==> src/logic/opn_macros.svh <==
`ifndef OPN_MACROS_SVH
`define OPN_MACROS_SVH

// Timer register numbers, lower bank
`define OPN_REG_TMRA_HI  8'h24  // Timer A bits 9..2
`define OPN_REG_TMRA_LO  8'h25  // Timer A bits 1..0
`define OPN_REG_TMRB     8'h26
`define OPN_REG_TMR_CTL  8'h27  // Load, enable and clear bits

// Prescaler selection
// Any data byte written here picks the ratio
`define OPN_REG_DIV6     8'h2D
`define OPN_REG_DIV3     8'h2E
`define OPN_REG_DIV2     8'h2F

// Counter widths
`define OPN_TMRA_W       10
`define OPN_TMRB_W       8

// clk_en pulses in one sample period
`define OPN_SLOTS        24

// Timer B advances once per this many zero pulses
`define OPN_TMRB_PRE     16

// Busy period length in clk_en pulses
`define OPN_BUSY_LEN     32

// cen cycles per clk_en for each prescaler setting
`define OPN_DIV6_N       6
`define OPN_DIV3_N       3
`define OPN_DIV2_N       2

`endif

==> src/logic/opn_bus_pkg.sv <==
package opn_bus_pkg;

    // One data write as seen after the address latch
    typedef struct packed {
        logic       strobe;
        logic [7:0] num;   // Latched register number
        logic [7:0] data;
    } reg_wr_t;

    // Register 0x27 bit layout
    typedef struct packed {
        logic [1:0] rsvd;  // Channel 3 mode on the real chip
        logic       clr_b;
        logic       clr_a;
        logic       irq_en_b;
        logic       irq_en_a;
        logic       load_b;
        logic       load_a;
    } tmr_ctl_fields_t;

    // Same data byte, either as control fields or as a plain value
    typedef union packed {
        tmr_ctl_fields_t fields;
        logic [7:0]      raw;
    } tmr_ctl_u;

    typedef enum logic [1:0] {
        DIV6,   // After reset
        DIV3,
        DIV2
    } div_sel_t;

endpackage

==> src/logic/opn_timer_pkg.sv <==
`include "opn_macros.svh"

package opn_timer_pkg;

    // Timer setup as held by the register file
    typedef struct packed {
        logic [`OPN_TMRA_W-1:0] value_a;
        logic [`OPN_TMRB_W-1:0] value_b;
        logic                   load_a;    // Level, counter runs while set
        logic                   load_b;
        logic                   irq_en_a;
        logic                   irq_en_b;
        logic                   clr_a;     // One clock pulse
        logic                   clr_b;
    } tmr_cfg_t;

    // Flag_a sits in bit 0, as on the status byte
    typedef struct packed {
        logic flag_b;
        logic flag_a;
    } tmr_status_t;

endpackage

==> src/logic/opn_prescaler.sv <==
`timescale 1ns/1ps
`include "opn_macros.svh"

module opn_prescaler (
    input  logic                  clk,
    input  logic                  rst_n,
    input  logic                  cen,
    input  opn_bus_pkg::div_sel_t div_sel,
    output logic                  clk_en,
    output logic                  zero
);
    localparam int slot_w = $clog2(`OPN_SLOTS);

    logic [2:0]        div_n;    // cen cycles per clk_en
    logic [2:0]        div_cnt;
    logic [slot_w-1:0] slot;

    always_comb begin
        case (div_sel)
            opn_bus_pkg::DIV3: div_n = 3'(`OPN_DIV3_N);
            opn_bus_pkg::DIV2: div_n = 3'(`OPN_DIV2_N);
            default:           div_n = 3'(`OPN_DIV6_N);
        endcase
    end

    // Compare with >= so a smaller ratio cuts the running period short
    assign clk_en = cen && (div_cnt >= div_n - 3'd1);
    assign zero   = clk_en && (slot == '0);  // First slot of each sample

    always_ff @(posedge clk or negedge rst_n) begin
        if (!rst_n) begin
            div_cnt <= '0;
        end else if (clk_en) begin
            div_cnt <= '0;
        end else if (cen) begin
            div_cnt <= div_cnt + 3'd1;
        end
    end

    // Slot position within the sample
    always_ff @(posedge clk or negedge rst_n) begin
        if (!rst_n) begin
            slot <= '0;
        end else if (clk_en) begin
            if (slot == slot_w'(`OPN_SLOTS - 1))
                slot <= '0;
            else
                slot <= slot + 1'b1;
        end
    end

    a_zero_on_clk_en: assert property (@(posedge clk) disable iff (!rst_n)
        zero |-> clk_en);

endmodule

==> src/logic/opn_reg_fsm.sv <==
`timescale 1ns/1ps
`include "opn_macros.svh"

module opn_reg_fsm (
    input  logic                      clk,
    input  logic                      rst_n,
    input  logic                      clk_en,
    input  logic                      cs_n,
    input  logic                      wr_n,
    input  logic [1:0]                addr,
    input  logic [7:0]                din,
    output opn_timer_pkg::tmr_cfg_t   tmr_cfg,
    output opn_bus_pkg::div_sel_t     div_sel,
    output logic                      busy
);
    localparam int busy_w = $clog2(`OPN_BUSY_LEN);

    typedef enum logic {
        IDLE,
        BUSY
    } state_t;

    logic                  write;
    logic [7:0]            reg_num;
    opn_bus_pkg::reg_wr_t  wr;
    opn_bus_pkg::tmr_ctl_u ctl;
    state_t                state;
    logic [busy_w-1:0]     busy_cnt;

    assign write = !cs_n && !wr_n;

    // Register number comes from an even address
    always_ff @(posedge clk or negedge rst_n) begin
        if (!rst_n) begin
            reg_num <= 8'd0;
        end else if (write && !addr[0]) begin
            reg_num <= din;
        end
    end

    assign wr.strobe = write && addr[0];
    assign wr.num    = reg_num;
    assign wr.data   = din;
    assign ctl.raw   = wr.data;

    always_ff @(posedge clk or negedge rst_n) begin
        if (!rst_n) begin
            tmr_cfg <= '0;
            div_sel <= opn_bus_pkg::DIV6;
        end else begin
            tmr_cfg.clr_a <= 1'b0;
            tmr_cfg.clr_b <= 1'b0;
            if (wr.strobe) begin
                case (wr.num)
                    `OPN_REG_TMRA_HI: tmr_cfg.value_a[`OPN_TMRA_W-1:2] <= ctl.raw;
                    `OPN_REG_TMRA_LO: tmr_cfg.value_a[1:0] <= ctl.raw[1:0];
                    `OPN_REG_TMRB:    tmr_cfg.value_b <= ctl.raw;
                    `OPN_REG_TMR_CTL: begin
                        tmr_cfg.load_a   <= ctl.fields.load_a;
                        tmr_cfg.load_b   <= ctl.fields.load_b;
                        tmr_cfg.irq_en_a <= ctl.fields.irq_en_a;
                        tmr_cfg.irq_en_b <= ctl.fields.irq_en_b;
                        // Back to back writes still give a single pulse
                        tmr_cfg.clr_a    <= ctl.fields.clr_a && !tmr_cfg.clr_a;
                        tmr_cfg.clr_b    <= ctl.fields.clr_b && !tmr_cfg.clr_b;
                    end
                    `OPN_REG_DIV6:    div_sel <= opn_bus_pkg::DIV6;
                    `OPN_REG_DIV3:    div_sel <= opn_bus_pkg::DIV3;
                    `OPN_REG_DIV2:    div_sel <= opn_bus_pkg::DIV2;
                    default: ;
                endcase
            end
        end
    end

    // Busy period, restarted by every data write
    always_ff @(posedge clk or negedge rst_n) begin
        if (!rst_n) begin
            state    <= IDLE;
            busy_cnt <= '0;
        end else if (wr.strobe) begin
            state    <= BUSY;
            busy_cnt <= '0;
        end else if (state == BUSY && clk_en) begin
            busy_cnt <= busy_cnt + 1'b1;
            if (busy_cnt == busy_w'(`OPN_BUSY_LEN - 1))
                state <= IDLE;
        end
    end

    assign busy = (state == BUSY);

    a_clr_a_single: assert property (@(posedge clk) disable iff (!rst_n)
        tmr_cfg.clr_a |=> !tmr_cfg.clr_a);
    a_clr_b_single: assert property (@(posedge clk) disable iff (!rst_n)
        tmr_cfg.clr_b |=> !tmr_cfg.clr_b);
    a_busy_fall: assert property (@(posedge clk) disable iff (!rst_n)
        $fell(busy) |-> $past(clk_en));

endmodule

==> src/logic/opn_timer_top.sv <==
`timescale 1ns/1ps

module opn_timer_top (
    input  logic       clk,
    input  logic       rst_n,
    input  logic       cen,     // Tie high if unused
    input  logic [7:0] din,
    input  logic [1:0] addr,
    input  logic       cs_n,
    input  logic       wr_n,
    output logic [7:0] dout,
    output logic       irq_n
);
    opn_timer_pkg::tmr_cfg_t    tmr_cfg;
    opn_timer_pkg::tmr_status_t tmr_status;
    opn_bus_pkg::div_sel_t      div_sel;
    logic                       busy;
    logic                       clk_en;   // Internal clock enable
    logic                       zero;     // Once per sample

    opn_reg_fsm u_reg_fsm (
        .clk     ( clk      ),
        .rst_n   ( rst_n    ),
        .clk_en  ( clk_en   ),
        .cs_n    ( cs_n     ),
        .wr_n    ( wr_n     ),
        .addr    ( addr     ),
        .din     ( din      ),
        .tmr_cfg ( tmr_cfg  ),
        .div_sel ( div_sel  ),
        .busy    ( busy     )
    );

    opn_prescaler u_prescaler (
        .clk     ( clk      ),
        .rst_n   ( rst_n    ),
        .cen     ( cen      ),
        .div_sel ( div_sel  ),
        .clk_en  ( clk_en   ),
        .zero    ( zero     )
    );

    opn_timers u_timers (
        .clk        ( clk        ),
        .rst_n      ( rst_n      ),
        .zero       ( zero       ),
        .tmr_cfg    ( tmr_cfg    ),
        .tmr_status ( tmr_status ),
        .irq_n      ( irq_n      )
    );

    // Status byte, same for every address
    assign dout = {busy, 5'd0, tmr_status.flag_b, tmr_status.flag_a};

endmodule

==> src/logic/opn_timers.sv <==
`timescale 1ns/1ps
`include "opn_macros.svh"

module opn_timers (
    input  logic                        clk,
    input  logic                        rst_n,
    input  logic                        zero,
    input  opn_timer_pkg::tmr_cfg_t     tmr_cfg,
    output opn_timer_pkg::tmr_status_t  tmr_status,
    output logic                        irq_n
);
    localparam int pre_w = $clog2(`OPN_TMRB_PRE);

    logic [`OPN_TMRA_W-1:0] cnt_a;
    logic [`OPN_TMRB_W-1:0] cnt_b;
    logic [pre_w-1:0]       pre_b;    // Timer B sub-divider
    logic                   load_a_q;
    logic                   load_b_q;
    logic                   start_a;
    logic                   start_b;
    logic                   step_a;
    logic                   step_b;
    logic                   ovf_a;
    logic                   ovf_b;

    // Counters take their start value on a rise of the load bit
    assign start_a = tmr_cfg.load_a && !load_a_q;
    assign start_b = tmr_cfg.load_b && !load_b_q;

    assign step_a = tmr_cfg.load_a && zero && !start_a;
    assign step_b = tmr_cfg.load_b && zero && !start_b
                    && (pre_b == pre_w'(`OPN_TMRB_PRE - 1));

    assign ovf_a = step_a && (cnt_a == '1);
    assign ovf_b = step_b && (cnt_b == '1);

    always_ff @(posedge clk or negedge rst_n) begin
        if (!rst_n) begin
            load_a_q <= 1'b0;
            cnt_a    <= '0;
        end else begin
            load_a_q <= tmr_cfg.load_a;
            if (start_a || ovf_a)
                cnt_a <= tmr_cfg.value_a;   // Reload on overflow too
            else if (step_a)
                cnt_a <= cnt_a + 1'b1;
        end
    end

    always_ff @(posedge clk or negedge rst_n) begin
        if (!rst_n) begin
            load_b_q <= 1'b0;
            cnt_b    <= '0;
            pre_b    <= '0;
        end else begin
            load_b_q <= tmr_cfg.load_b;
            if (start_b) begin
                cnt_b <= tmr_cfg.value_b;
                pre_b <= '0;
            end else if (tmr_cfg.load_b && zero) begin
                if (pre_b == pre_w'(`OPN_TMRB_PRE - 1))
                    pre_b <= '0;
                else
                    pre_b <= pre_b + 1'b1;
                if (ovf_b)
                    cnt_b <= tmr_cfg.value_b;
                else if (step_b)
                    cnt_b <= cnt_b + 1'b1;
            end
        end
    end

    // Flags stay set until cleared, whatever the enable does later
    always_ff @(posedge clk or negedge rst_n) begin
        if (!rst_n) begin
            tmr_status <= '0;
        end else begin
            if (tmr_cfg.clr_a)
                tmr_status.flag_a <= 1'b0;
            else if (ovf_a && tmr_cfg.irq_en_a)
                tmr_status.flag_a <= 1'b1;
            if (tmr_cfg.clr_b)
                tmr_status.flag_b <= 1'b0;
            else if (ovf_b && tmr_cfg.irq_en_b)
                tmr_status.flag_b <= 1'b1;
        end
    end

    assign irq_n = !(tmr_status.flag_a || tmr_status.flag_b);

    a_flag_a_enabled: assert property (@(posedge clk) disable iff (!rst_n)
        $rose(tmr_status.flag_a) |-> $past(tmr_cfg.irq_en_a));

endmodule

==> config.mk <==
export PLATFORM = sky130hd
export DESIGN_NAME = opn_timer_top
export DESIGN_NICKNAME = d
export VERILOG_FILES = /design/src/logic/opn_bus_pkg.sv /design/src/logic/opn_timer_pkg.sv /design/src/logic/opn_prescaler.sv /design/src/logic/opn_reg_fsm.sv /design/src/logic/opn_timer_top.sv /design/src/logic/opn_timers.sv
export VERILOG_INCLUDE_DIRS = /design/src /design/src/logic
export SDC_FILE = /design/constraint.sdc
export NUM_CORES = 1
export LEC_CHECK = 0
export ABC_AREA = 1
export BUFFER_PORTS_ARGS = -buffer_cell sky130_fd_sc_hd__buf_2
export CAP_MARGIN = 20
export CORE_ASPECT_RATIO = 0.75
export CORE_UTILIZATION = 25
export DETAILED_ROUTE_END_ITERATION = 12
export GPL_TIMING_DRIVEN = 1
export PLACE_DENSITY = 0.39
export SLEW_MARGIN = 10
export SYNTH_ARGS = -nofsm -noshare
export SYNTH_HDL_FRONTEND = slang
export SYNTH_SLANG_ARGS = --single-unit
==> constraint.sdc <==
create_clock -name clk -period 2.6 [get_ports clk]
set_input_delay 0.13 -clock clk [delete_from_list [all_inputs] [get_ports clk]]
set_output_delay 0.13 -clock clk [all_outputs]
set_load 0.01 [all_outputs]
# Yosys cells after proc, flatten, opt, wreduce, memory -nomap -nowiden
# Cells that the tools add are included.
[word_totals]
input_bits = 15
reg_bits = 74
wordCells = 117
[op_classes]
n_addsub = 7
n_lt_le_gt_ge = 1
n_eq_ne = 14
n_reduce_logical = 48
muxes = 25
[op_table]
columns = ["operator", "n"]
rows = [
  ["equality test 8 x 6 -> 1 bit (second input constant)", 7],
  ["2-to-1 mux 8 bit", 4],
  ["2-to-1 mux 10 bit", 2],
  ["logical AND 1 bit", 19],
  ["2-to-1 mux 5 bit", 3],
  ["AND reduction 2 bit", 7],
  ["nonzero test 2 bit", 7],
  ["2-to-1 mux 4 bit", 3],
  ["adder 10 x 1 -> 10 bit (second input constant)", 1],
  ["adder 5 x 1 -> 5 bit (second input constant)", 2],
  ["equality test 10 bit (second input constant)", 1],
  ["equality test 5 bit (second input constant)", 2],
  ["logical NOT 1 bit", 10],
  ["adder 8 x 1 -> 8 bit (second input constant)", 1],
  ["equality test 8 bit (second input constant)", 1],
  ["2-to-1 mux 1 bit", 7],
  ["2-to-1 mux 3 bit", 2],
  ["case mux 2 bit (3 select lines)", 1],
  ["case mux 3 bit (2 select lines)", 1],
  ["nonzero test 3 bit", 2],
  ["logical NOT 5 bit", 1],
  ["adder 4 x 1 -> 4 bit (second input constant)", 1],
  ["equality test 4 bit (second input constant)", 1],
  ["2-to-1 mux 2 bit", 2],
  ["6 further kinds", 7],
]

# Longest topological paths before layout
[logic_depth]
word_depth = 13
depth_mapped = 15
ltp_nobuf = 15

# Hierarchy
# Synthesis repeated with hierarchy kept, for this count alone.
[unflattened]
hier_cells = 515
area_unflattened_um2 = 4108.9
[modules_own_cells]
columns = ["mod", "n_inst", "cells_per_inst", "area_each_um2"]
rows = [
  ["opn_reg_fsm", 1, 211, 1858.0],
  ["opn_timers", 1, 226, 1647.8],
  ["opn_prescaler", 1, 71, 554.3],
  ["opn_timer_top", 1, 7, 48.8],
]

# Least setup slack after synthesis
# Ideal clock, no wire load.
[synth_path]
kind = "reg-to-reg"
startpoint = "register u_reg_fsm.div_sel[0]"
endpoint = "register u_reg_fsm.busy_cnt[3]"
arrival_time_ns = 1.901
t_required_ns = 2.479
path_slack_ns = 0.579
period_less_slack_ns = 2.021
path_stages_with_launch = 14
path_buffers = 0
cell_sequence = "dfrtp_1 -> ha_1 -> inv_1 -> ha_1 -> nand2_1 -> inv_1 -> nand2_1 -> nand2_1 -> nand2_1 -> inv_1 -> nand2_1 -> nor2_1 -> xor2_1 -> nor2_1"
[synth_between]
elab_chain_cells = 7
word_cells_on_any_way = 8
cone_classes = "add/sub (1); order compare (1); eq/ne (2); mux (1); reduce/logical (3)"
[synth_rtl]
columns = ["item", "line_no", "text"]
rows = [
  ["start, declared", "opn_reg_fsm.sv:13", "output opn_bus_pkg::div_sel_t div_sel,"],
  ["start signal, assigned", "opn_reg_fsm.sv:49", "div_sel <= opn_bus_pkg::DIV6;"],
  ["start signal, assigned", "opn_reg_fsm.sv:67", "`OPN_REG_DIV6: div_sel <= opn_bus_pkg::DIV6;"],
  ["start signal, assigned", "opn_reg_fsm.sv:68", "`OPN_REG_DIV3: div_sel <= opn_bus_pkg::DIV3;"],
  ["equality test 2 bit / equality test 2 x 1 -> 1 bit (equally long branches)", "opn_prescaler.sv:19", "case (div_sel)"],
  ["case mux 3 bit (2 select lines) (*)", "opn_prescaler.sv:19", ""],
  ["subtractor 3 x 1 -> 3 bit (*)", "opn_prescaler.sv:27", "assign clk_en = cen && (div_cnt >= div_n - 3'd1);"],
  [">= comparator 3 bit (*)", "opn_prescaler.sv:27", ""],
  ["logical AND 1 bit (*)", "opn_prescaler.sv:27", ""],
  ["logical AND 1 bit (*)", "opn_reg_fsm.sv:84", "end else if (state == BUSY && clk_en) begin"],
  ["nonzero test 2 bit (no line) (*)", "-", ""],
  ["end signal, assigned", "opn_reg_fsm.sv:85", "busy_cnt <= busy_cnt + 1'b1;"],
  ["end, declared", "opn_reg_fsm.sv:28", "logic [busy_w-1:0] busy_cnt;"],
]
# Mark *: on every way between the ends. The rest lies on a longest branch, timed or not.
# A chain may end at the register's enable or synchronous reset.

# Final worst setup path
[layout_path]
startpoint = "register u_reg_fsm.div_sel[0]"
endpoint = "register u_timers.cnt_b[0]"
[layout_between]
elab_chain_cells = 13
word_cells_on_any_way = 17
cone_classes = "add/sub (1); order compare (1); eq/ne (2); mux (4); reduce/logical (9)"
[layout_rtl]
columns = ["item", "line_no", "text"]
rows = [
  ["equality test 2 bit / equality test 2 x 1 -> 1 bit (equally long branches)", "opn_prescaler.sv:19", ""],
  ["case mux 3 bit (2 select lines) (*)", "opn_prescaler.sv:19", ""],
  ["subtractor 3 x 1 -> 3 bit (*)", "opn_prescaler.sv:27", ""],
  [">= comparator 3 bit (*)", "opn_prescaler.sv:27", ""],
  ["logical AND 1 bit (*)", "opn_prescaler.sv:27", ""],
  ["logical AND 1 bit (*)", "opn_prescaler.sv:28", "assign zero = clk_en && (slot == '0);"],
  ["logical AND 1 bit (*)", "opn_timers.sv:31, opn_timers.sv:60", ""],
  ["logical AND 1 bit (2 in a row)", "opn_timers.sv:31", "assign step_b = tmr_cfg.load_b && zero && !start_b"],
  ["logical AND 1 bit", "opn_timers.sv:35", "assign ovf_b = step_b && (cnt_b == '1);"],
  ["2-to-1 mux 8 bit", "opn_timers.sv:65", "if (ovf_b)"],
  ["2-to-1 mux 8 bit", "opn_timers.sv:60", "end else if (tmr_cfg.load_b && zero) begin"],
  ["2-to-1 mux 8 bit", "opn_timers.sv:57", "if (start_b) begin"],
  ["end signal, assigned", "opn_timers.sv:58", "cnt_b <= tmr_cfg.value_b;"],
  ["end signal, assigned", "opn_timers.sv:66", "cnt_b <= tmr_cfg.value_b;"],
  ["end signal, assigned", "opn_timers.sv:68", "cnt_b <= cnt_b + 1'b1;"],
  ["end, declared", "opn_timers.sv:15", "logic [`OPN_TMRB_W-1:0] cnt_b;"],
]
# Mark *: on every way between the ends. The rest lies on a longest branch, timed or not. The select of a mux whose other input is x is not followed.

==> impl_metrics.env <==
export IMPL_powerDensity_nw_per_um2=920.8
export IMPL_drtIter0Drc=152
export IMPL_wl_per_cell_um=12.43
export IMPL_vias_per_cell=4.214
export IMPL_overflow=0
export IMPL_slew_viol_final=0
export IMPL_yosysSeqAreaShare_pct=48.27
export IMPL_async_flop_share_pct=100.0
export IMPL_die_area_um2=15850
export IMPL_first_pass_iters=4
export IMPL_rsz0062_at_grt="false"
export IMPL_syn_inst=466
export IMPL_diodes=0
export IMPL_antenna_found_initial=0
export IMPL_grt_max_degree=75
export IMPL_postCtsHoldBufs=0
export IMPL_cts_resized=0
export IMPL_cts_buffers=9
export IMPL_netlist_top_cells_area="dfrtp_1, nand2_1, nand3_1"
export IMPL_finalWeightedCongestion=0.7601
export IMPL_worstSetupPathType="flop to flop"
export IMPL_clock_root_buffer="clkbuf_16"
export IMPL_routed_wl_um=8617
export IMPL_n_fill_cell=1636
export IMPL_vias=2920
export IMPL_hold_violations=0
export IMPL_finalSetupViolations=0
export IMPL_seq_area_um2=1852
export IMPL_synth_edf_count=0
export IMPL_clkTransAtPathRegs_ns=0.06
export IMPL_finalClockSkew_ns=0.005838
export IMPL_ant_nets=0
export IMPL_synth_area_per_cell_um2=8.232
export IMPL_track_usage_pct=12.15
export IMPL_max_cap_viol_count=0
export IMPL_hold_class="input port to flop"
export IMPL_remaining_drc_errors=0
export IMPL_worst_pin_slew_ns=0.5965
export IMPL_period_minus_slack_ns=2.248
export IMPL_cts_tree="yes"
export IMPL_synth_ff_type="dfrtp_1"
export IMPL_ir_drop_mv=0.2889
export IMPL_outcome="finished, final reports clean"
export IMPL_area_delta_synth_final_pct=14.97
export IMPL_nets=516
export IMPL_rows=38
export IMPL_core_area_um2=14740
export IMPL_htree_levels=3
export IMPL_period_share_pct=86.46
export IMPL_ys_seq_elements=74
export IMPL_die_h_um=109.3
export IMPL_yosysMostFrequentCell="nand2_1"
export IMPL_grt_pass1_wl_um=14790
export IMPL_port_buffers=17
export IMPL_cts_setup_buffers=0
export IMPL_synth_common_cells="nand2_1, dfrtp_1, inv_1"
export IMPL_clk_path_buf_depth=2
export IMPL_fin_setup_tns_ns=0
export IMPL_io_pin_count=24
export IMPL_start_kind="flop"
export IMPL_initial_utilization_pct=26.03
export IMPL_place_hpwl_um=6038
export IMPL_slew_headroom_pct=60.12
export IMPL_grt_pass1_vias=2874
export IMPL_syn_cell_area_um2=3836
export IMPL_synth_top_area_share_pct=48.27
export IMPL_fp_dieW_um=145.0
export IMPL_hold_slack_ns=0.1286
export IMPL_multi_input_area_um2=1623
export IMPL_p_leak_nw=2.166
export IMPL_synth_distinct_cells=37
export IMPL_cts_sinks=74
export IMPL_cp_data_arrival_time_ns=2.47
export IMPL_yosysTopAreaCell="dfrtp_1"
export IMPL_critPathCaptureType="flop"
export IMPL_path_max_fanout=9
export IMPL_yosysWarnings=0
export IMPL_cp_data_required_time_ns=2.82
export IMPL_max_freq_ghz=0.4448
export IMPL_worst_skew_pair_late_latency_ns=0.33
export IMPL_drive_above_1_share_pct=10.34
sequential cells by signal (all words and copies together) (netlist names):
signal / flops
u_prescaler.slot: 5
u_reg_fsm.reg_num: 8
u_prescaler.div_cnt: 3
u_reg_fsm.busy: 1
u_reg_fsm.div_sel: 2
u_reg_fsm.busy_cnt: 5
u_timers.cnt_a: 10
u_timers.load_a_q: 1
u_timers.pre_b: 4
u_timers.tmr_status: 2
u_reg_fsm.tmr_cfg: 24
u_timers.cnt_b: 8
u_timers.load_b_q: 1
layer usage:
| layer | vias to the layer above | share of wire [%] | wire (um) | GRT usage [%] |
|---|---|---|---|---|
| li1 | 1529 | - | - | - |
| met1 | 1354 | 55 | 4733 | 16.81 |
| met2 | 31 | 41 | 3546 | 18.17 |
| met3 | 6 | 2.9 | 247 | 3.473 |
| met4 | 0 | 1.1 | 91 | 3.875 |
| met5 | - | 0 | 0 | 0 |
logic make-up (layout without fill, tap and decap cells):
family / Yosys count / in the layout / synth area share (%)
AOI/OAI and AO/OA: 64 / 64 / 8.741
xor gates and xnor gates: 14 / 14 / 3.196
adders and majority gates: 12 / 12 / 3.914
buffers and inverters: 89 / 112 / 9.817
DFF: 74 / 74 / 48.27
muxes: 1 / 1 / 0.2609
other: 1 / 5 / 0.09775
and+or+nand+nor: 211 / 211 / 25.70
per-stage QoR:
| stage | cells | power (mW) | instance area (um2) | setup slack [ns] | util (%) |
|---|---|---|---|---|---|
| after detailed placement | 676 | 2.989 | 4120 | 0.3595 | 27.95 |
| after global routing | 693 | 4.431 | 4410 | 0.05749 | 29.92 |
| after CTS | 691 | 4.131 | 4373 | 0.3291 | 29.67 |
| after global placement | 676 | 2.971 | 4120 | 0.3442 | 27.95 |
| after floorplan | 470 | 2.686 | 3851 | 0.5790 | - |
| final | 693 | 4.061 | 4410 | 0.3519 | 29.92 |
path summary, 6_finish.rpt:
check | startpoint | endpoint | slack (ns) | cells after the start
setup reg to reg | u_reg_fsm.div_sel[0] | u_timers.cnt_b[0] | 0.35 | 14
setup / recovery | u_reg_fsm.div_sel[0] | u_timers.cnt_b[0] | 0.35 | 14
min in group asynchronous | rst_n | u_timers.pre_b[0] | 0.23 | 2
hold reg to reg | u_reg_fsm.tmr_cfg[5] | u_timers.load_a_q | 0.41 | 0
max in group asynchronous | rst_n | u_reg_fsm.busy_cnt[2] | 1.79 | 3
hold / removal | din[4] | u_reg_fsm.tmr_cfg[1] | 0.13 | 3
worst max-delay path: stages, from the launching register on:
cell and delay [ns]:
dfrtp_1 0.38, ha_1 0.27, inv_1 0.04, ha_1 0.28, nand2_1 0.05, inv_1 0.05, nand2_1 0.04, nand2_1 0.13
nand4_4 0.15, nor2_4 0.19, nand2_1 0.10, nand2_2 0.20, inv_2 0.12, nand2_1 0.08, nand2_1 0.05
report_power, final:
group          internal, mW  switching [mW]  total [mW]
Clock                 0.634           0.465        1.10
Sequential             1.39           0.208        1.59
Combinational         0.577           0.792        1.37
Total                  2.60            1.46        4.06
cells in the final DEF, fill, tap and decap left out, types with 3 or more instances in the layout:
cell type and instances:
nand4_1 4, buf_2 16, conb_1 5, o21ai_1 3
clkinv_2 4, nand2_2 3, dfrtp_1 74, ha_1 12
o21ai_0 46, xor2_1 12, buf_4 5, a21oi_1 8
nor3_1 9, inv_1 73, nand3_1 59, nand2_1 97
nor2_1 24, clkbuf_16 9
final cells by class:
type,instances,share of cell area [%]
Tap cell,200,5.674
Sequential cell,74,41.99
Clock buffer,11,5.277
Timing Repair Buffer,23,3.518
Multi-Input combinational cell,307,36.79
Clock inverter,4,0.4539
Inverter,74,6.298
Power figures use the tool's default switching activity.
